==> config.mk <==
export PLATFORM = sky130hd
export DESIGN_NAME = spi_master_top
export DESIGN_NICKNAME = d
export VERILOG_FILES = /design/src/rtl/spi_xfer_pkg.sv /design/src/rtl/spi_reg_pkg.sv /design/src/rtl/spi_master_top.sv /design/src/rtl/spi_reg_file.sv /design/src/rtl/spi_frame_ctrl.sv /design/src/rtl/spi_shifter.sv /design/src/rtl/spi_baud_gen.sv /design/src/rtl/spi_char_fifo.sv
export SDC_FILE = /design/constraint.sdc
export NUM_CORES = 1
export LEC_CHECK = 0
export BUFFER_PORTS_ARGS = -buffer_cell sky130_fd_sc_hd__buf_4
export CAP_MARGIN = 10
export CORE_ASPECT_RATIO = 1.1
export CORE_MARGIN = 2
export CORE_UTILIZATION = 45
export DETAILED_ROUTE_END_ITERATION = 7
export PLACE_DENSITY = 0.62
export SLEW_MARGIN = 15
export SYNTH_ARGS = -nofsm -noshare
export SYNTH_HDL_FRONTEND = slang
export SYNTH_SLANG_ARGS = --single-unit
==> constraint.sdc <==
create_clock -name S_SYSCLK -period 8.4 [get_ports S_SYSCLK]
set_clock_uncertainty 0.15 [all_clocks]
set_input_delay 0.84 -clock S_SYSCLK [delete_from_list [all_inputs] [get_ports S_SYSCLK]]
set_output_delay 0.84 -clock S_SYSCLK [all_outputs]
set_load 0.05 [all_outputs]
==> src/rtl/spi_xfer_pkg.sv <==
`default_nettype none

package spi_xfer_pkg;

    typedef logic [7:0] spi_char_t;
    typedef logic [3:0] prescale_t;

    // frame sequencing
    typedef enum logic [1:0] {
        FRAME_IDLE,
        FRAME_DATA_WAIT,    // chip select low, waiting on tx data
        FRAME_IN_TRANS
    } frame_state_e;

endpackage

`default_nettype wire

==> src/rtl/spi_reg_pkg.sv <==
`default_nettype none

package spi_reg_pkg;

    typedef logic [7:0]  reg_addr_t;
    typedef logic [31:0] reg_word_t;

    // register byte addresses
    localparam reg_addr_t ADDR_SPMODE  = 8'h00;
    localparam reg_addr_t ADDR_SPIE    = 8'h04;
    localparam reg_addr_t ADDR_SPIM    = 8'h08;
    localparam reg_addr_t ADDR_SPCOM   = 8'h0C;
    localparam reg_addr_t ADDR_SPITF   = 8'h10;
    localparam reg_addr_t ADDR_SPIRF   = 8'h14;
    localparam reg_addr_t ADDR_CSMODE0 = 8'h20;
    localparam int        CSMODE_STRIDE = 4;    // one slot per chip select

    // field offsets inside the 32-bit words
    localparam int CSMODE_PM_LSB   = 4;
    localparam int COM_TRANLEN_LSB = 8;

    typedef struct packed {
        logic loop;     // mosi fed back to receiver
        logic en;
    } spi_mode_t;

    typedef struct packed {
        logic [3:0] pm;
        logic       cpol;
    } cs_mode_t;

    typedef struct packed {
        logic [7:0] tranlen;    // chars minus one
        logic [1:0] cs;
    } spi_com_t;

    typedef struct packed {
        logic tnf;
        logic rne;
        logic don;      // sticky, write 1 to clear
    } spi_events_t;

endpackage

`default_nettype wire
==> src/rtl/spi_master_top.sv <==
`default_nettype none

module spi_master_top
    import spi_reg_pkg::*, spi_xfer_pkg::*;
#(
    parameter int NCS      = 4,
    parameter int TX_DEPTH = 8,
    parameter int RX_DEPTH = 8
) (
    input  wire              S_SYSCLK,
    input  wire              S_RESETN,
    input  logic             reg_wr_i,
    input  logic             reg_rd_i,
    input  reg_addr_t        reg_addr_i,
    input  reg_word_t        reg_wdata_i,
    output reg_word_t        reg_rdata_o,
    output logic             irq_o,
    output logic             spi_sck_o,
    output logic             spi_mosi_o,
    input  logic             spi_miso_i,
    output logic [NCS-1:0]   spi_sel_o
);

    spi_mode_t mode;
    cs_mode_t  csmode;
    spi_com_t  com;
    logic      frame_start, busy, frame_done;
    logic      tx_push, tx_pop, tx_empty, tx_full;
    logic      rx_pop, rx_valid, rx_empty;
    spi_char_t tx_wdata, tx_char, rx_char, rx_rdata;
    logic      run, lead, trail, char_go, char_done;

    spi_reg_file #(.NCS(NCS)) u_reg_file (
        .S_SYSCLK, .S_RESETN,
        .reg_wr_i, .reg_rd_i, .reg_addr_i, .reg_wdata_i, .reg_rdata_o,
        .mode_o(mode), .csmode_o(csmode), .com_o(com),
        .frame_start_o(frame_start), .busy_i(busy), .frame_done_i(frame_done),
        .tx_push_o(tx_push), .tx_data_o(tx_wdata), .tx_full_i(tx_full),
        .rx_pop_o(rx_pop), .rx_data_i(rx_rdata), .rx_empty_i(rx_empty),
        .irq_o
    );

    spi_frame_ctrl #(.NCS(NCS)) u_frame_ctrl (
        .S_SYSCLK, .S_RESETN,
        .mode_i(mode), .csmode_i(csmode), .com_i(com), .frame_start_i(frame_start),
        .busy_o(busy), .frame_done_o(frame_done),
        .tx_empty_i(tx_empty), .tx_pop_o(tx_pop), .run_o(run),
        .char_go_o(char_go), .char_done_i(char_done), .spi_sel_o
    );

    spi_char_fifo #(.DEPTH(TX_DEPTH)) tx_fifo (
        .S_SYSCLK, .S_RESETN,
        .push_i(tx_push), .din_i(tx_wdata), .pop_i(tx_pop), .dout_o(tx_char),
        .empty_o(tx_empty), .full_o(tx_full)
    );

    // overflow on rx is dropped inside the fifo
    spi_char_fifo #(.DEPTH(RX_DEPTH)) rx_fifo (
        .S_SYSCLK, .S_RESETN,
        .push_i(rx_valid), .din_i(rx_char), .pop_i(rx_pop), .dout_o(rx_rdata),
        .empty_o(rx_empty), .full_o()
    );

    spi_baud_gen u_baud_gen (
        .S_SYSCLK, .S_RESETN,
        .run_i(run), .cpol_i(csmode.cpol), .pm_i(csmode.pm),
        .sck_o(spi_sck_o), .lead_o(lead), .trail_o(trail)
    );

    spi_shifter u_shifter (
        .S_SYSCLK, .S_RESETN,
        .loop_i(mode.loop), .char_go_i(char_go), .tx_char_i(tx_char),
        .lead_i(lead), .trail_i(trail), .miso_i(spi_miso_i), .mosi_o(spi_mosi_o),
        .rx_char_o(rx_char), .rx_valid_o(rx_valid), .char_done_o(char_done)
    );

endmodule

`default_nettype wire

==> src/rtl/spi_reg_file.sv <==
`default_nettype none

module spi_reg_file
    import spi_reg_pkg::*, spi_xfer_pkg::*;
#(
    parameter int NCS = 4
) (
    input  wire         S_SYSCLK,
    input  wire         S_RESETN,
    input  logic        reg_wr_i,
    input  logic        reg_rd_i,
    input  reg_addr_t   reg_addr_i,
    input  reg_word_t   reg_wdata_i,
    output reg_word_t   reg_rdata_o,
    output spi_mode_t   mode_o,
    output cs_mode_t    csmode_o,
    output spi_com_t    com_o,
    output logic        frame_start_o,
    input  logic        busy_i,
    input  logic        frame_done_i,
    output logic        tx_push_o,
    output spi_char_t   tx_data_o,
    input  logic        tx_full_i,
    output logic        rx_pop_o,
    input  spi_char_t   rx_data_i,
    input  logic        rx_empty_i,
    output logic        irq_o
);

    spi_mode_t   mode_q;
    spi_events_t mask_q;
    spi_com_t    com_q;
    cs_mode_t    csmode_q [NCS];
    logic        don_q;
    logic        frame_start_q;
    spi_events_t events;
    reg_word_t   csmode_rd;
    logic        cmd_ok;

    assign events = '{tnf: !tx_full_i, rne: !rx_empty_i, don: don_q};
    assign irq_o  = |(events & mask_q);

    assign mode_o        = mode_q;
    assign com_o         = com_q;
    assign csmode_o      = (com_q.cs < NCS) ? csmode_q[com_q.cs] : '0;
    assign frame_start_o = frame_start_q;

    // start_q still high means busy has not risen yet
    assign cmd_ok    = mode_q.en && !busy_i && !frame_start_q;
    assign tx_push_o = reg_wr_i && (reg_addr_i == ADDR_SPITF) && mode_q.en;
    assign tx_data_o = reg_wdata_i[7:0];
    assign rx_pop_o  = reg_rd_i && (reg_addr_i == ADDR_SPIRF) && !rx_empty_i;

    always_comb begin
        csmode_rd = '0;
        for (int i = 0; i < NCS; i++) begin
            if (reg_addr_i == ADDR_CSMODE0 + reg_addr_t'(CSMODE_STRIDE * i))
                csmode_rd = {24'b0, csmode_q[i].pm, 3'b0, csmode_q[i].cpol};
        end
    end

    always_ff @(posedge S_SYSCLK or negedge S_RESETN) begin
        if (!S_RESETN) begin
            mode_q        <= '0;
            mask_q        <= '0;
            com_q         <= '0;
            don_q         <= 1'b0;
            frame_start_q <= 1'b0;
            for (int i = 0; i < NCS; i++) csmode_q[i] <= '0;
        end else begin
            frame_start_q <= 1'b0;
            if (reg_wr_i) begin
                case (reg_addr_i)
                    ADDR_SPMODE: mode_q <= reg_wdata_i[1:0];
                    ADDR_SPIE:   if (reg_wdata_i[0]) don_q <= 1'b0;
                    ADDR_SPIM:   mask_q <= reg_wdata_i[2:0];
                    ADDR_SPCOM: begin
                        if (cmd_ok) begin
                            com_q.cs      <= reg_wdata_i[1:0];
                            com_q.tranlen <= reg_wdata_i[COM_TRANLEN_LSB +: 8];
                            frame_start_q <= 1'b1;
                        end
                    end
                    default: ;
                endcase
                for (int i = 0; i < NCS; i++) begin
                    if (reg_addr_i == ADDR_CSMODE0 + reg_addr_t'(CSMODE_STRIDE * i)) begin
                        csmode_q[i].pm   <= reg_wdata_i[CSMODE_PM_LSB +: 4];
                        csmode_q[i].cpol <= reg_wdata_i[0];
                    end
                end
            end
            if (frame_done_i) don_q <= 1'b1;    // set wins over clear
        end
    end

    always_ff @(posedge S_SYSCLK or negedge S_RESETN) begin
        if (!S_RESETN) begin
            reg_rdata_o <= '0;
        end else if (reg_rd_i) begin
            case (reg_addr_i)
                ADDR_SPMODE: reg_rdata_o <= {30'b0, mode_q};
                ADDR_SPIE:   reg_rdata_o <= {29'b0, events};
                ADDR_SPIM:   reg_rdata_o <= {29'b0, mask_q};
                ADDR_SPCOM:  reg_rdata_o <= {16'b0, com_q.tranlen, 6'b0, com_q.cs};
                ADDR_SPIRF:  reg_rdata_o <= rx_empty_i ? '0 : {24'b0, rx_data_i};
                default:     reg_rdata_o <= csmode_rd;
            endcase
        end
    end

endmodule

`default_nettype wire

==> src/rtl/spi_frame_ctrl.sv <==
`default_nettype none

module spi_frame_ctrl
    import spi_reg_pkg::*, spi_xfer_pkg::*;
#(
    parameter int NCS = 4
) (
    input  wire              S_SYSCLK,
    input  wire              S_RESETN,
    input  spi_mode_t        mode_i,
    input  cs_mode_t         csmode_i,
    input  spi_com_t         com_i,
    input  logic             frame_start_i,
    output logic             busy_o,
    output logic             frame_done_o,
    input  logic             tx_empty_i,
    output logic             tx_pop_o,
    output logic             run_o,
    output logic             char_go_o,
    input  logic             char_done_i,
    output logic [NCS-1:0]   spi_sel_o
);

    frame_state_e   state;
    logic [7:0]     char_cnt;
    logic           last_char;
    logic           start_char;

    assign last_char  = (char_cnt == com_i.tranlen);
    assign start_char = (state == FRAME_DATA_WAIT) && !tx_empty_i;

    assign tx_pop_o     = start_char;
    assign char_go_o    = start_char;
    assign busy_o       = (state != FRAME_IDLE);
    assign run_o        = (state == FRAME_IN_TRANS);
    assign frame_done_o = (state == FRAME_IN_TRANS) && char_done_i && last_char;

    always_ff @(posedge S_SYSCLK or negedge S_RESETN) begin
        if (!S_RESETN) begin
            state     <= FRAME_IDLE;
            char_cnt  <= '0;
            spi_sel_o <= '1;
        end else if (!mode_i.en) begin
            state     <= FRAME_IDLE;    // disable aborts the frame
            spi_sel_o <= '1;
        end else begin
            case (state)
                FRAME_IDLE: begin
                    if (frame_start_i) begin
                        state     <= FRAME_DATA_WAIT;
                        char_cnt  <= '0;
                        spi_sel_o <= ~(NCS'(1) << com_i.cs);
                    end
                end
                FRAME_DATA_WAIT: begin
                    if (!tx_empty_i) begin
                        state <= FRAME_IN_TRANS;
                    end
                end
                FRAME_IN_TRANS: begin
                    if (char_done_i) begin
                        if (last_char) begin
                            state     <= FRAME_IDLE;
                            spi_sel_o <= '1;
                        end else begin
                            state    <= FRAME_DATA_WAIT;
                            char_cnt <= char_cnt + 1'b1;
                        end
                    end
                end
                default: state <= FRAME_IDLE;
            endcase
        end
    end

endmodule

`default_nettype wire

==> src/rtl/spi_shifter.sv <==
`default_nettype none

module spi_shifter
    import spi_xfer_pkg::*;
(
    input  wire        S_SYSCLK,
    input  wire        S_RESETN,
    input  logic       loop_i,
    input  logic       char_go_i,
    input  spi_char_t  tx_char_i,
    input  logic       lead_i,
    input  logic       trail_i,
    input  logic       miso_i,
    output logic       mosi_o,
    output spi_char_t  rx_char_o,
    output logic       rx_valid_o,
    output logic       char_done_o
);

    spi_char_t  tx_sr;
    spi_char_t  rx_sr;
    logic [2:0] bit_cnt;
    logic       din;

    assign mosi_o = tx_sr[7];               // msb first
    assign din    = loop_i ? tx_sr[7] : miso_i;

    // eighth trailing edge closes the character
    assign char_done_o = trail_i && (bit_cnt == 3'd7);
    assign rx_valid_o  = char_done_o;
    assign rx_char_o   = rx_sr;

    always_ff @(posedge S_SYSCLK or negedge S_RESETN) begin
        if (!S_RESETN) begin
            tx_sr   <= '0;
            bit_cnt <= '0;
        end else if (char_go_i) begin
            tx_sr   <= tx_char_i;
            bit_cnt <= '0;
        end else if (trail_i) begin
            tx_sr   <= {tx_sr[6:0], 1'b0};
            bit_cnt <= bit_cnt + 1'b1;
        end
    end

    always_ff @(posedge S_SYSCLK) begin
        if (lead_i) rx_sr <= {rx_sr[6:0], din};    // sample on leading edge
    end

endmodule

`default_nettype wire

==> src/rtl/spi_baud_gen.sv <==
`default_nettype none

module spi_baud_gen
    import spi_xfer_pkg::*;
(
    input  wire        S_SYSCLK,
    input  wire        S_RESETN,
    input  logic       run_i,
    input  logic       cpol_i,
    input  prescale_t  pm_i,
    output logic       sck_o,
    output logic       lead_o,
    output logic       trail_o
);

    prescale_t cnt;
    logic      tick;

    // sck toggles on the edge that ends a tick cycle
    assign tick    = run_i && (cnt == '0);
    assign lead_o  = tick && (sck_o == cpol_i);
    assign trail_o = tick && (sck_o != cpol_i);

    always_ff @(posedge S_SYSCLK or negedge S_RESETN) begin
        if (!S_RESETN) begin
            cnt   <= '0;
            sck_o <= 1'b0;
        end else if (!run_i) begin
            cnt   <= pm_i;          // park at idle level
            sck_o <= cpol_i;
        end else if (tick) begin
            cnt   <= pm_i;
            sck_o <= ~sck_o;
        end else begin
            cnt <= cnt - 1'b1;
        end
    end

endmodule

`default_nettype wire

==> src/rtl/spi_char_fifo.sv <==
`default_nettype none

module spi_char_fifo
    import spi_xfer_pkg::*;
#(
    parameter int DEPTH = 8
) (
    input  wire        S_SYSCLK,
    input  wire        S_RESETN,
    input  logic       push_i,
    input  spi_char_t  din_i,
    input  logic       pop_i,
    output spi_char_t  dout_o,
    output logic       empty_o,
    output logic       full_o
);

    localparam int AW = $clog2(DEPTH);

    spi_char_t      mem [DEPTH];
    logic [AW-1:0]  wr_ptr, rd_ptr;     // wrap on power of two depth
    logic [AW:0]    count;
    logic           do_push, do_pop;

    assign do_push = push_i && !full_o;
    assign do_pop  = pop_i && !empty_o;
    assign empty_o = (count == '0);
    assign full_o  = (count == (AW+1)'(DEPTH));
    assign dout_o  = mem[rd_ptr];

    always_ff @(posedge S_SYSCLK or negedge S_RESETN) begin
        if (!S_RESETN) begin
            wr_ptr <= '0;
            rd_ptr <= '0;
            count  <= '0;
        end else begin
            if (do_push) wr_ptr <= wr_ptr + 1'b1;
            if (do_pop)  rd_ptr <= rd_ptr + 1'b1;
            case ({do_push, do_pop})
                2'b10:   count <= count + 1'b1;
                2'b01:   count <= count - 1'b1;
                default: ;
            endcase
        end
    end

    always_ff @(posedge S_SYSCLK) begin
        if (do_push) mem[wr_ptr] <= din_i;
    end

endmodule

`default_nettype wire

# Word-level counts from Yosys, hierarchy flattened
# Memory sizes are Yosys's and may differ from the RTL's.
# Index checks and enable logic that the tools add are counted.
[classes]
div_mod_pow = 0
n_mux = 46
n_lt_le_gt_ge = 1
eq_ne = 30
n_reduce_logical = 48
add_sub_neg = 11
multipliers = 0
shift = 1
bitwise_logic = 4
[ops]
columns = ["cell", "n"]
rows = [
  ["case mux 32 bit (5 select lines)", 1],
  ["2-to-1 mux 32 bit", 3],
  ["2-to-1 mux 8 bit", 7],
  ["equality test 8 x 6 -> 1 bit, second input constant", 4],
  ["2-to-1 mux 4 bit", 6],
  ["case mux 4 bit (2 select lines)", 3],
  ["logical AND 1 bit", 17],
  ["equality test 8 x 4 -> 1 bit, second input constant", 2],
  ["equality test 8 x 5 -> 1 bit, second input constant", 2],
  ["case mux 8 bit (2 select lines)", 1],
  ["nonzero test 2 bit", 8],
  ["adder 3 x 1 -> 3 bit, second input constant", 5],
  ["2-to-1 mux 1 bit", 15],
  ["logical NOT 4 bit", 3],
  ["!= test 3 bit, second input constant", 4],
  ["AND reduction 2 bit", 6],
  ["subtractor 4 x 1 -> 4 bit, second input constant", 3],
  ["binary-select mux 5 bit (select 2 bit)", 1],
  ["2-to-1 mux 5 bit", 2],
  ["AND reduction 3 bit", 3],
  ["adder 4 x 1 -> 4 bit, second input constant", 2],
  ["adder 8 x 1 -> 8 bit, second input constant", 1],
  ["equality test 4 bit, second input constant", 2],
  ["equality test 8 x 3 -> 1 bit, second input constant", 1],
  ["23 further kinds", 39],
]
[totals]
out_inout_bits = 39
wordCells = 175
rom_bits = 0
ram_bits = 128
reg_bits = 127
latchBits = 0
memories = 2
[mem_list]
columns = ["name", "depth", "word_bits", "read_ports", "rd_clocked_by_memory_dff", "wr", "line", "text"]
rows = [
  ["rx_fifo.mem", 8, 8, 1, 0, 1, "spi_char_fifo.sv:20", "spi_char_t mem [DEPTH];"],
  ["tx_fifo.mem", 8, 8, 1, 0, 1, "spi_char_fifo.sv:20", ""],
]

# Logic depth before layout (Yosys ltp)
# Gate-level depths: netlist (run 1).
[depth]
word_depth = 11
ltp_mapped = 14
depth_no_buf = 13

# By module
# From an unflattened synthesis (run 1), not the netlist that was laid out.
[unflattened]
hier_cells = 707
hier_area_um2 = 10953.0
[by_module_without_submodules]
columns = ["mod", "cells_each", "area_each_um2", "seq_area_each_um2", "instances"]
rows = [
  ["spi_char_fifo", 160, 3124.2, 2172.1, 2],
  ["spi_reg_file", 209, 2730.1, 1326.3, 1],
  ["spi_frame_ctrl", 94, 894.6, 355.3, 1],
  ["spi_shifter", 56, 772.0, 515.5, 1],
  ["spi_baud_gen", 28, 307.8, 125.1, 1],
]

# Worst setup path after synthesis (run 1)
# Ideal clock, no wire load.
[synth_path]
kind = "in2reg"
start = "input reg_addr_i[1]"
end = "memory tx_fifo.mem[0][0] (netlist name) (enable)"
cell_stages = 6
setup_slack_ps = 5273
t_arrival_ps = 2583
setup_ps = 395
cell_sequence = "nor2_1 and3_1 and4_1 clkbuf_1 inv_1 nor4_1"
[synth_between]
elab_chain_len = 6
[synth_rtl]
columns = ["item", "line", "text"]
rows = [
  ["start, declared", "spi_master_top.sv:14", "input reg_addr_t reg_addr_i,"],
  ["equality test 8 x 5 -> 1 bit", "spi_reg_file.sv:50", "assign tx_push_o = reg_wr_i && (reg_addr_i == ADDR_SPITF) && mode_q.en;"],
  ["logical AND 1 bit (2 in a row)", "spi_reg_file.sv:50", ""],
  ["logical AND 1 bit", "spi_char_fifo.sv:25", "assign do_push = push_i && !full_o;"],
  ["2-to-1 mux 1 bit", "spi_char_fifo.sv:48", "if (do_push) mem[wr_ptr] <= din_i;"],
  ["2-to-1 mux 1 bit (implied by the code)", "spi_char_fifo.sv:48", ""],
  ["end, declared", "spi_char_fifo.sv:20", ""],
]
# No other way between the ends.

# Final worst setup path (run 1)
[layout_path]
start = "register u_reg_file.com_q, in the netlist u_reg_file.com_o[0]"
end = "register rx_fifo.count[2]"
[layout_between]
elab_chain_len = 10
word_cells_on_any_way = 12
[layout_rtl]
columns = ["item", "line", "text"]
rows = [
  ["start, declared", "spi_reg_file.sv:32", "spi_com_t com_q;"],
  ["inverter 2 -> 3 bit (implied by the code) *", "spi_reg_file.sv:45", "assign csmode_o = (com_q.cs < NCS) ? csmode_q[com_q.cs] : '0;"],
  ["binary-select mux 5 bit (select 2 bit) *", "spi_reg_file.sv:45", ""],
  ["2-to-1 mux 5 bit (implied by the code) * (2 in a row)", "spi_reg_file.sv:45", ""],
  ["!= test 1 bit *", "spi_baud_gen.sv:22", "assign trail_o = tick && (sck_o != cpol_i);"],
  ["logical AND 1 bit *", "spi_baud_gen.sv:22", ""],
  ["logical AND 1 bit *", "spi_shifter.sv:29", "assign char_done_o = trail_i && (bit_cnt == 3'd7);"],
  ["logical AND 1 bit *", "spi_char_fifo.sv:25", ""],
  ["equality test 2 x 1 -> 1 bit / equality test 2 bit (equally long branches)", "spi_char_fifo.sv:39", "case ({do_push, do_pop})"],
  ["case mux 4 bit (2 select lines) / nonzero test 2 bit (equally long branches)", "--", ""],
  ["end signal, assigned", "spi_char_fifo.sv:40", "2'b10: count <= count + 1'b1;"],
  ["end signal, assigned", "spi_char_fifo.sv:41", "2'b01: count <= count - 1'b1;"],
  ["end, declared", "spi_char_fifo.sv:22", "logic [AW:0] count;"],
]
# Mark *: on every way between the ends. The rest lies on a longest branch, timed or not. The select of a mux whose other input is x is not followed.
# A chain may end at the register's enable or synchronous reset.

==> flow_metrics.py, run 1 <==
metrics = {
    "clock_network": {
        "clk_latency_ns": 0.53,
        "clk_pin_slew_ns": 0.06,
        "cts_buffers": 25,
        "cts_num_sinks": 239,
        "max-clock-path-buffers": 3,
        "h-tree-depth": 1,
        "holdBufCountCts": 0,
        "post_cts_buffers": 0,
        "clockRootBuffer": "clkbuf_16",
        "cts_tree": "built",
        "cts_resized": 0,
    },
    "synth": {
        "yosysUniqueCellTypes": 64,
        "synth_top_area_share_pct": 39.05,
        "yosys_register_bits": 239,
        "ys_top_cells_by_area": "edfxtp_1, dfrtp_1, mux4_2, mux2_2, ha_1",
        "synthesis.area_um2": 10460,
        "synthFlopType": "edfxtp_1",
        "yosys_warnings": 0,
        "yosysTopAreaCell": "edfxtp_1",
        "synth-edff-count": 136,
        "seq_area_frac_synth_pct": 63.74,
        "synth_cells": 689,
        "avgSynthCellArea_um2": 15.18,
        "async_flop_share_pct": 43.10,
    },
    "place": {
        "dp_cells": 1020,
        "hpwl_um": 14320,
        "pre_cts_ws_ns": 4.606,
        "routabilityCongestion": 0.8463,
        "portBuffers": 51,
    },
    "worst_setup_path": {
        "worst_setup_path_start_kind": "flop",
        "cp-endpoint": "rx_fifo.count[2]$_DFFE_PN0P_",
        "cp_data_arrival_time_ns": 4.07,
        "ff2ff_path_depth": 11,
        "cp-end-kind": "flop",
        "rr_startpoint": "u_reg_file.com_o[0]$_DFFE_PN0P_",
        "r2r_setup_slack_ns": 4.59,
        "crit_start": "u_reg_file.com_o[0]$_DFFE_PN0P_",
        "r2r_end": "rx_fifo.count[2]$_DFFE_PN0P_",
        "cp_slowest_cell": "and3_1",
        "crit_fanout": 10,
        "crit_required_ns": 8.66,
        "cpMostUsedCell": "xor2_1",
        "path_cells": "mux4_2 -> xor2_2 -> and3_1 -> nand2_8 -> ha_1 -> xor2_1 -> ha_1 -> a21oi_1 -> xor2_1 -> nor2_1 -> xor2_1",
        "path_class": "reg2reg",
        "slowest_delay_ns": 0.66,
    },
    "power_and_ir_drop": {
        "vdd_ir_drop_max_v": 0.0001805,
        "p_leak_uw": 0.004701,
        "power_density_nw_per_um2": 210.2,
    },
    "detailed_routing": {
        "drt_wl_total_um": 21360,
        "first_pass_iters": 4,
        "wl_per_cell_um": 20.04,
        "drt_iter0_drc": 297,
        "antenna_left": 0,
        "route.vias.total": 5926,
        "viasPerCell": 5.559,
        "drc_errors": 0,
    },
    "worst_hold_path": {
        "hold_path.class": "in2async",
    },
    "grt": {
        "use_met2_pct": 31.34,
        "gr-total-overflow": 0,
        "top_usage_layer": "met2",
        "antenna_found_initial": 0,
        "use_met3_pct": 2.611,
        "grt_usage_pct": 18.00,
        "grt_pass1_vias": 6117,
        "grt_use_met1_pct": 23.79,
        "grt_max_degree": 69,
        "grt_pass1_wl_um": 34040,
    },
    "die": {
        "coreArea_um2": 22860,
        "initial_utilization_pct": 45.75,
        "die_w_um": 149.4,
        "die_h_um": 163.9,
        "io_pins": 84,
        "num_rows": 58,
        "die_area_um2": 24480,
    },
    "final_layout": {
        "drive_above_1_share_pct": 26.11,
        "num_antenna_cells": 0,
        "fin_cells": 1066,
        "finalCoreUtilization_pct": 52.39,
        "n_fill_cell": 1887,
        "area_growth_pct": 14.51,
        "finalNetCount": 807,
    },
    "timing": {
        "setup_violations": 0,
        "setup_tns_ns": 0,
        "timing.final.ws_setup_ns": 4.587,
        "relSlewSlack_pct": 35.44,
        "fmax_ghz": 0.2622,
        "slew_violations": 0,
        "tightest_slew_ns": 0.9648,
        "grt_setup_unrepaired": "no",
        "hold-worst-slack_ns": 0.1082,
        "hold_viol_final": 0,
        "post-route-period-util_pct": 45.40,
        "layout_min_cycle_time_ns": 3.813,
    },
    "run": {
        "cap_violations": 0,
    },
    "run_status": {
        "status": "completed",
    },
}
==> cell type report <==
type | count | area, µm² | share of cell area, %
Clock buffer | 33 | 695.7 | 5.809
Clock inverter | 13 | 163.9 | 1.369
Inverter | 16 | 60.06 | 0.5015
Multi-Input combinational cell | 405 | 3563 | 29.75
Sequential cell | 239 | 6668 | 55.67
Tap cell | 300 | 375.4 | 3.134
Timing Repair Buffer | 60 | 450.4 | 3.761
==> worst max-delay path, delay by kind of cell (launching register included) <==
family / cells / cell delay, ns
DFF: 1 / 0.64
and+or+nand+nor: 3 / 0.86
muxes: 1 / 0.63
adders and majority gates: 2 / 0.48
xor gates and xnor gates: 4 / 0.78
AOI/OAI and AO/OA: 1 / 0.14
==> sequential cells by signal, indices dropped and copies added, names as in the netlist, 8 cells and up <==
| name | cells |
|---|---|
| rx_fifo.mem | 64 |
| tx_fifo.mem | 64 |
| u_frame_ctrl.char_cnt | 8 |
| u_reg_file.com_o | 10 |
| u_reg_file.csmode_q | 20 |
| u_reg_file.reg_rdata_o | 16 |
| u_shifter.rx_char_o | 8 |
| u_shifter.tx_sr | 8 |
==> through the flow <==
| step | total power (µW) | cell area, µm² |
|---|---|---|
| floorplan | 1353 | 10520 |
| global placement | 1392 | 11120 |
| detailed placement | 1395 | 11120 |
| CTS | 2541 | 11980 |
| global route | 2601 | 11980 |
| finish | 2517 | 11980 |
==> synthesized netlist by cell type, types with 8 or more instances <==
library cell / count
clkbuf_1: 13
and3_1: 8
xor2_1: 18
nor3_1: 15
o21ai_0: 12
a21oi_1: 24
nand3_1: 18
dfrtp_1: 99
nor2_1: 26
nand2_1: 46
mux4_2: 35
ha_1: 15
mux2_2: 43
edfxtp_1: 136
nor4_1: 8
mux2i_1: 14
buf_4: 16
inv_1: 15
xnor2_1: 11
a22o_1: 10
==> cells by family after synthesis <==
kind of cell | count (synthesis) | share of synthesized area [%]
flip-flops | 239 | 63.74
AND/OR/NAND/NOR | 159 | 8.255
multiplexers | 98 | 14.91
AO/OA/AOI/OAI | 87 | 5.718
buffers and inverters | 60 | 2.967
XOR/XNOR | 30 | 2.584
adder cells (fa/ha/maj) | 15 | 1.794
other | 1 | 0.03586
==> cell usage in the layout (no fill, tap or decap), drive strengths merged, types with 6 or more instances in the layout <==
cell,n
conb,16
a31oi,6
o21ai,13
a22oi,7
edfxtp,136
nor3,15
buf,60
mux2i,14
a21oi,25
nor2,26
nor3b,6
a22o,10
mux2,44
nor4,8
nand2,47
nor4b,6
nand3,19
and3,8
mux4,40
clkbuf,33
dfrtp,99
inv,16
nand2b,6
ha,15
clkinv,9
xor2,19
xnor2,11
==> power breakdown <==
| part | internal (µW) | total, µW | switching, µW |
|---|---|---|---|
| logic | 40.0 | 110 | 70.1 |
| registers | 1250 | 1260 | 13.8 |
| clock network | 703 | 1150 | 442 |
==> routing by layer <==
| layer | wire, µm | vias up |
|---|---|---|
| met4 | 373 | 0 |
| li1 | - | 2710 |
| met5 | 0 | - |
| met1 | 9062 | 3058 |
| met2 | 11030 | 126 |
| met3 | 893 | 32 |
==> worst min path at each step <==
stage                                       from                                      to  cells past startpoint
detailed placement  rx_fifo.count[3]$_DFFE_PN0P_            rx_fifo.count[3]$_DFFE_PN0P_                      1
floorplan           rx_fifo.count[3]$_DFFE_PN0P_            rx_fifo.count[3]$_DFFE_PN0P_                      1
global route                            S_RESETN         u_reg_file.com_o[6]$_DFFE_PN0P_                      1
CTS                                     S_RESETN  u_reg_file.reg_rdata_o[11]$_DFFE_PN0P_                      1
global placement    rx_fifo.count[3]$_DFFE_PN0P_            rx_fifo.count[3]$_DFFE_PN0P_                      1
finish                                  S_RESETN  u_reg_file.reg_rdata_o[11]$_DFFE_PN0P_                      1
Power figures use the tool's default switching activity.
==> run 2, diff against run 1 <==
==> constraint.sdc (replaced) <==
create_clock -name S_SYSCLK -period 3.7 [get_ports S_SYSCLK]
set_clock_uncertainty 0.15 [all_clocks]
set_input_delay 0.37 -clock S_SYSCLK [delete_from_list [all_inputs] [get_ports S_SYSCLK]]
set_output_delay 0.37 -clock S_SYSCLK [all_outputs]
set_load 0.05 [all_outputs]
==> run 2 against run 1 <==
  * Via count increased by 1.3%
  * Wire length grew 0.19%
  * Register-to-register slack got worse by 4.2 ns
  * First-iteration DRC count grew 11%
  * Non-clock buffer count rose by 34
  * Final cell count rose by 3.0%
  * Global-route usage rose by 0.11 points
  * Critical endpoint unchanged
  * Largest cell class unchanged
==> flow_metrics.py, run 2 (same netlist as run 1, synthesis figures left out) <==
metrics = {
    "run_status": {
        "status": "completed",
    },
    "power_and_ir_drop": {
        "pwr-share-comb_pct": 4.9,
        "power_density_nw_per_um2": 457.1,
        "power_switching_uw": 1198,
        "netSwitchingFraction_pct": 21.48,
        "p_int_uw": 4380,
        "vdd_ir_drop_max_v": 0.0003611,
        "clock_power_share_pct": 43.9,
        "p_leak_uw": 0.004814,
        "p_seq_share_pct": 51.2,
    },
    "clock_network": {
        "cts_tree": "built",
        "h-tree-depth": 1,
        "clockRootBuffer": "clkbuf_16",
        "clk_latency_ns": 0.52,
        "cts_buffers": 25,
        "clk_pin_slew_ns": 0.06,
        "cts_num_sinks": 239,
        "max-clock-path-buffers": 3,
    },
    "die": {
        "io_pins": 84,
        "initial_utilization_pct": 45.75,
        "die_w_um": 149.4,
        "num_rows": 58,
        "die_h_um": 163.9,
        "coreArea_um2": 22860,
        "die_area_um2": 24480,
    },
    "timing": {
        "relSlewSlack_pct": 40.20,
        "setup_tns_ns": 0,
        "hold_viol_final": 0,
        "slew_violations": 0,
        "fmax_ghz": 0.3044,
        "grt_setup_unrepaired": "no",
        "setup_violations": 0,
        "layout_min_cycle_time_ns": 3.285,
        "post-route-period-util_pct": 88.77,
        "tightest_slew_ns": 0.8845,
    },
    "detailed_routing": {
        "antenna_left": 0,
        "route.vias.total": 6006,
        "drt_wl_total_um": 21410,
        "first_pass_iters": 4,
        "drc_errors": 0,
        "drt_iter0_drc": 329,
        "viasPerCell": 5.470,
        "wl_per_cell_um": 19.49,
    },
    "worst_setup_path": {
        "cp-end-kind": "flop",
        "slowest_delay_ns": 0.48,
        "rr_startpoint": "u_baud_gen.cnt[0]$_DFF_PN0_",
        "r2r_end": "rx_fifo.count[2]$_DFFE_PN0P_",
        "path_class": "reg2reg",
        "crit_fanout": 8,
        "cp_slowest_cell": "or3b_2",
        "cp_data_arrival_time_ns": 3.53,
        "path_buf_inv": 1,
        "crit_start": "u_baud_gen.cnt[0]$_DFF_PN0_",
        "crit_required_ns": 3.94,
        "cp-endpoint": "rx_fifo.count[2]$_DFFE_PN0P_",
        "worst_setup_path_start_kind": "flop",
        "path_depth": 13,
        "path_cells": "inv_1 -> ha_1 -> or3b_2 -> nor2_1 -> and3_1 -> nand2_8 -> ha_1 -> xor2_1 -> ha_1 -> a21oi_1 -> xor2_1 -> nor2_1 -> xor2_1",
        "crit_family": "simple AND/OR/NAND/NOR gates",
        "r2r_setup_slack_ns": 0.42,
        "ff2ff_path_depth": 13,
    },
    "place": {
        "portBuffers": 51,
        "hpwl_um": 14720,
        "routabilityCongestion": 0.8310,
        "dp_cells": 1037,
    },
    "final_layout": {
        "reg_top3": "rx_fifo.mem (64), tx_fifo.mem (64), u_reg_file.csmode_q (20)",
        "drive_above_1_share_pct": 26.69,
        "area_growth_pct": 16.70,
        "fin_cells": 1098,
        "mostFrequentLayoutCell": "edfxtp_1",
        "mostFrequentLayoutCells": "edfxtp_1, dfrtp_1, buf_4",
        "finalNetCount": 841,
        "num_antenna_cells": 0,
    },
    "grt": {
        "grt_max_degree": 43,
        "top_usage_layer": "met2",
        "use_met3_pct": 2.556,
        "grt_use_met1_pct": 23.86,
        "use_met2_pct": 31.48,
        "grt_pass1_vias": 6269,
        "gr-total-overflow": 0,
        "antenna_found_initial": 0,
        "grt_usage_pct": 18.11,
        "grt_pass1_wl_um": 34480,
    },
    "worst_hold_path": {
        "hold_path.class": "in2reg",
        "worstHoldStart": "reg_wdata_i[0]",
    },
    "run": {
        "cap_violations": 0,
    },
}
==> run 2: cell types whose count changed in the layout (fill, tap and decap cells not counted), sizes merged <==
cell,previous run,this run
dlygate4sd3,0,17
inv,16,15
buf,60,77
clkinvlp,0,7
clkinv,9,5
clkbuf,33,31
bufinv,4,2
==> run 2: area by class of cell <==
class	count	area, µm²
Timing Repair Buffer	94	748.2
Multi-Input combinational cell	405	3538
Clock inverter	13	138.9
Tap cell	300	375.4
Fill cell	1868	10650
Inverter	16	60.06
Sequential cell	239	6666
Clock buffer	31	678.2
==> run 2: worst min path at each step <==
| stage | cells past startpoint | endpoint | slack (ns) |
|---|---|---|---|
| global route | 1 | tx_fifo.mem[5][0]$_DFFE_PP_ | 0.04 |
| CTS | 1 | tx_fifo.mem[0][0]$_DFFE_PP_ | 0.03 |
| floorplan | 0 | rx_fifo.count[0]$_DFFE_PN0P_ | -0.08 |
| global placement | 1 | u_reg_file.reg_rdata_o[9]$_DFFE_PN0P_ | 0.15 |
| detailed placement | 1 | u_reg_file.reg_rdata_o[14]$_DFFE_PN0P_ | 0.16 |
| finish | 1 | tx_fifo.mem[0][0]$_DFFE_PP_ | 0.04 |
==> run 2: stage by stage <==
stage               hold WS (ns)  utilization, %  power [µW]  cell area [µm²]  worst slack, ns
floorplan               -0.07559               -        3073            10520           0.6940
global placement          0.1506           49.08        3162            11220           0.5363
detailed placement        0.1579           49.08        3170            11220           0.4409
CTS                      0.02638           53.39        5643            12210           0.4157
global route             0.03829           53.39        5759            12210           0.2760
finish                   0.04460           53.39        5579            12210           0.4154
==> run 2: repair_timing <==
item | CTS | global route
setup buffers | 0 | 0
hold buffers | 17 | 0
hold endpoints to repair | 97 | 0
gates resized for setup | 0 | 0
==> run 2: metal layers <==
layer,vias up,part of all wire (%)
li1,2784,-
met2,129,51
met3,42,4.0
met5,-,0
met4,0,2.2
met1,3051,43
==> run 2: power by group through the flow <==
| stage | sequential (µW) | clock, µW | combinational, µW |
|---|---|---|---|
| floorplan | 2920 | 0 | 155 |
| global placement | 2910 | 0 | 254 |
| detailed placement | 2910 | 0 | 259 |
| CTS | 2860 | 2510 | 275 |
| global route | 2860 | 2600 | 294 |
| finish | 2860 | 2450 | 271 |
==> run 2: worst reg2reg max path, cell delays in order (launching register included) <==
cell and delay, ns:
dfrtp_1 0.39, inv_1 0.09, ha_1 0.16, or3b_2 0.48
nor2_1 0.21, and3_1 0.40, nand2_8 0.12, ha_1 0.27
xor2_1 0.17, ha_1 0.19, a21oi_1 0.14, xor2_1 0.17
nor2_1 0.07, xor2_1 0.15
==> run 3, diff against run 2 <==
--- a/config.mk
+++ b/config.mk
@@ -5,7 +5,7 @@
 export SDC_FILE = /design/constraint.sdc
 export NUM_CORES = 1
 export LEC_CHECK = 0
-export BUFFER_PORTS_ARGS = -buffer_cell sky130_fd_sc_hd__buf_4
+export BUFFER_PORTS_ARGS = -buffer_cell sky130_fd_sc_hd__buf_2
 export CAP_MARGIN = 10
 export CORE_ASPECT_RATIO = 1.1
 export CORE_MARGIN = 2
==> run 3 against run 2 <==
  * Clock power is 4% higher
  * Worst setup slack better by 0.058 ns
  * First-iteration DRC count is 7.3% higher
  * Combinational power is 7% lower
  * Wire length is 0.45% lower
  * Via count is 1.3% higher
  * Sequential cell count stayed put
  * Final area is 1.3% lower
  * Die area stayed put
  * Final cell count is 0.36% lower
  * Highest routed layer unchanged
==> flow_metrics.py, run 3 (same netlist as run 1, synthesis figures left out) <==
metrics = {
    "timing": {
        "post-route-period-util_pct": 87.21,
        "slew_violations": 0,
        "hold_viol_final": 0,
        "setup_tns_ns": 0,
        "setup_violations": 0,
        "tightest_slew_ns": 0.8778,
        "grt_setup_unrepaired": "no",
        "fmax_ghz": 0.3099,
        "relSlewSlack_pct": 41.48,
        "layout_min_cycle_time_ns": 3.227,
        "timing.final.ws_setup_ns": 0.4731,
        "hold-worst-slack_ns": 0.02733,
    },
    "worst_setup_path": {
        "path_buf_inv": 1,
        "crit_start": "u_baud_gen.cnt[0]$_DFF_PN0_",
        "path_cells": "inv_1 -> ha_1 -> or3b_2 -> nor2_1 -> and3_1 -> nand2_8 -> ha_1 -> xor2_1 -> ha_1 -> a21oi_1 -> xor2_1 -> nor2_1 -> xor2_1",
        "r2r_setup_slack_ns": 0.47,
        "cp_data_arrival_time_ns": 3.48,
        "worst_setup_path_start_kind": "flop",
        "r2r_end": "rx_fifo.count[2]$_DFFE_PN0P_",
        "path_depth": 13,
        "path_class": "reg2reg",
        "rr_startpoint": "u_baud_gen.cnt[0]$_DFF_PN0_",
        "ff2ff_path_depth": 13,
        "cp-end-kind": "flop",
        "crit_fanout": 8,
        "slowest_delay_ns": 0.47,
        "crit_required_ns": 3.95,
        "crit_family": "simple AND/OR/NAND/NOR gates",
        "cp_slowest_cell": "or3b_2",
    },
    "die": {
        "io_pins": 84,
        "die_h_um": 163.9,
        "coreArea_um2": 22860,
        "num_rows": 58,
        "die_w_um": 149.4,
        "initial_utilization_pct": 45.75,
        "die_area_um2": 24480,
    },
    "power_and_ir_drop": {
        "pwr-share-comb_pct": 4.5,
        "power_uw": 5657,
        "p_leak_uw": 0.004797,
        "power_switching_uw": 1210,
        "vdd_ir_drop_max_v": 0.0003564,
        "power_density_nw_per_um2": 469.3,
        "p_seq_share_pct": 50.5,
        "clock_power_share_pct": 45.0,
        "netSwitchingFraction_pct": 21.39,
        "p_int_uw": 4447,
    },
    "grt": {
        "grt_usage_pct": 18.09,
        "grt_use_met1_pct": 23.71,
        "use_met3_pct": 2.944,
        "top_usage_layer": "met2",
        "grt_max_degree": 45,
        "use_met2_pct": 30.86,
        "antenna_found_initial": 0,
        "grt_pass1_vias": 6405,
        "grt_pass1_wl_um": 34400,
        "gr-total-overflow": 0,
    },
    "place": {
        "routabilityCongestion": 0.8897,
        "dp_cells": 1035,
        "hpwl_um": 14850,
        "portBuffers": 51,
        "pre_cts_ws_ns": 0.5029,
    },
    "detailed_routing": {
        "drt_wl_total_um": 21310,
        "drt_iter0_drc": 353,
        "antenna_left": 0,
        "wl_per_cell_um": 19.48,
        "first_pass_iters": 4,
        "drc_errors": 0,
        "route.vias.total": 6082,
        "viasPerCell": 5.559,
    },
    "clock_network": {
        "clockRootBuffer": "clkbuf_16",
        "clk_latency_ns": 0.52,
        "clk_pin_slew_ns": 0.06,
        "h-tree-depth": 1,
        "max-clock-path-buffers": 3,
        "post_cts_buffers": 0,
        "cts_buffers": 26,
        "cts_num_sinks": 239,
        "cts_tree": "built",
    },
    "worst_hold_path": {
        "worstHoldEndpoint": "tx_fifo.mem[5][2]$_DFFE_PP_",
        "worstHoldStart": "reg_wdata_i[2]",
        "hold_path_depth": 1,
        "hold_path.class": "in2reg",
    },
    "final_layout": {
        "reg_top3": "rx_fifo.mem (64), tx_fifo.mem (64), u_reg_file.csmode_q (20)",
        "finalNetCount": 833,
        "drive_above_1_share_pct": 26.99,
        "mostFrequentLayoutCells": "edfxtp_1, dfrtp_1, buf_2",
        "fin_cells": 1094,
        "area_growth_pct": 15.24,
        "n_fill_cell": 1879,
        "mostFrequentLayoutCell": "edfxtp_1",
    },
    "run_status": {
        "status": "completed",
    },
    "run": {
        "cap_violations": 0,
    },
}
==> run 3: worst max-delay path by stage <==
stage / to / slack (ns)
after global placement: rx_fifo.count[2]$_DFFE_PN0P_ / 0.53
after global routing: rx_fifo.count[2]$_DFFE_PN0P_ / 0.27
after CTS: rx_fifo.count[2]$_DFFE_PN0P_ / 0.49
final: rx_fifo.count[2]$_DFFE_PN0P_ / 0.47
after floorplan: rx_fifo.mem[0][0]$_DFFE_PP_ / 0.69
after detailed placement: rx_fifo.count[2]$_DFFE_PN0P_ / 0.50
==> run 3: area by class of cell <==
type / count / area (µm²) / area share, %
diodes: 1 / 2.502 / 0.02076
inverters: 16 / 60.06 / 0.4983
flip-flops and latches: 239 / 6666 / 55.31
clock inverters: 15 / 111.4 / 0.9239
well taps: 300 / 375.4 / 3.114
repair buffers: 85 / 538.0 / 4.464
clock buffers: 33 / 760.7 / 6.312
multi-input cells: 405 / 3538 / 29.36
==> run 3: metal layers <==
metal,vias to the layer above,wire (µm)
li1,2766,-
met1,3098,8899
met2,173,10730
met3,45,1083
met4,0,601
met5,-,0
==> run 3: metrics by stage <==
stage               cell area [µm²]  util, %
finish                        12050    52.73
global route                  12050    52.71
CTS                           12050    52.71
detailed placement            11080    48.46
global placement              11080    48.46
floorplan                     10520        -
==> run 3: power by group through the flow <==
stage / registers, µW / clock network, µW / logic [µW]
detailed placement: 2910 / 0 / 246
floorplan: 2920 / 0 / 155
CTS: 2860 / 2600 / 255
global route: 2860 / 2710 / 276
global placement: 2910 / 0 / 240
finish: 2860 / 2550 / 252
==> run 3: repair_timing <==
item | in CTS | in global routing
hold buffers | 10 | 0
endpoints found under the hold margin | 40 | 0
gates resized for setup | 0 | 0
setup endpoints to repair | 0 | 0
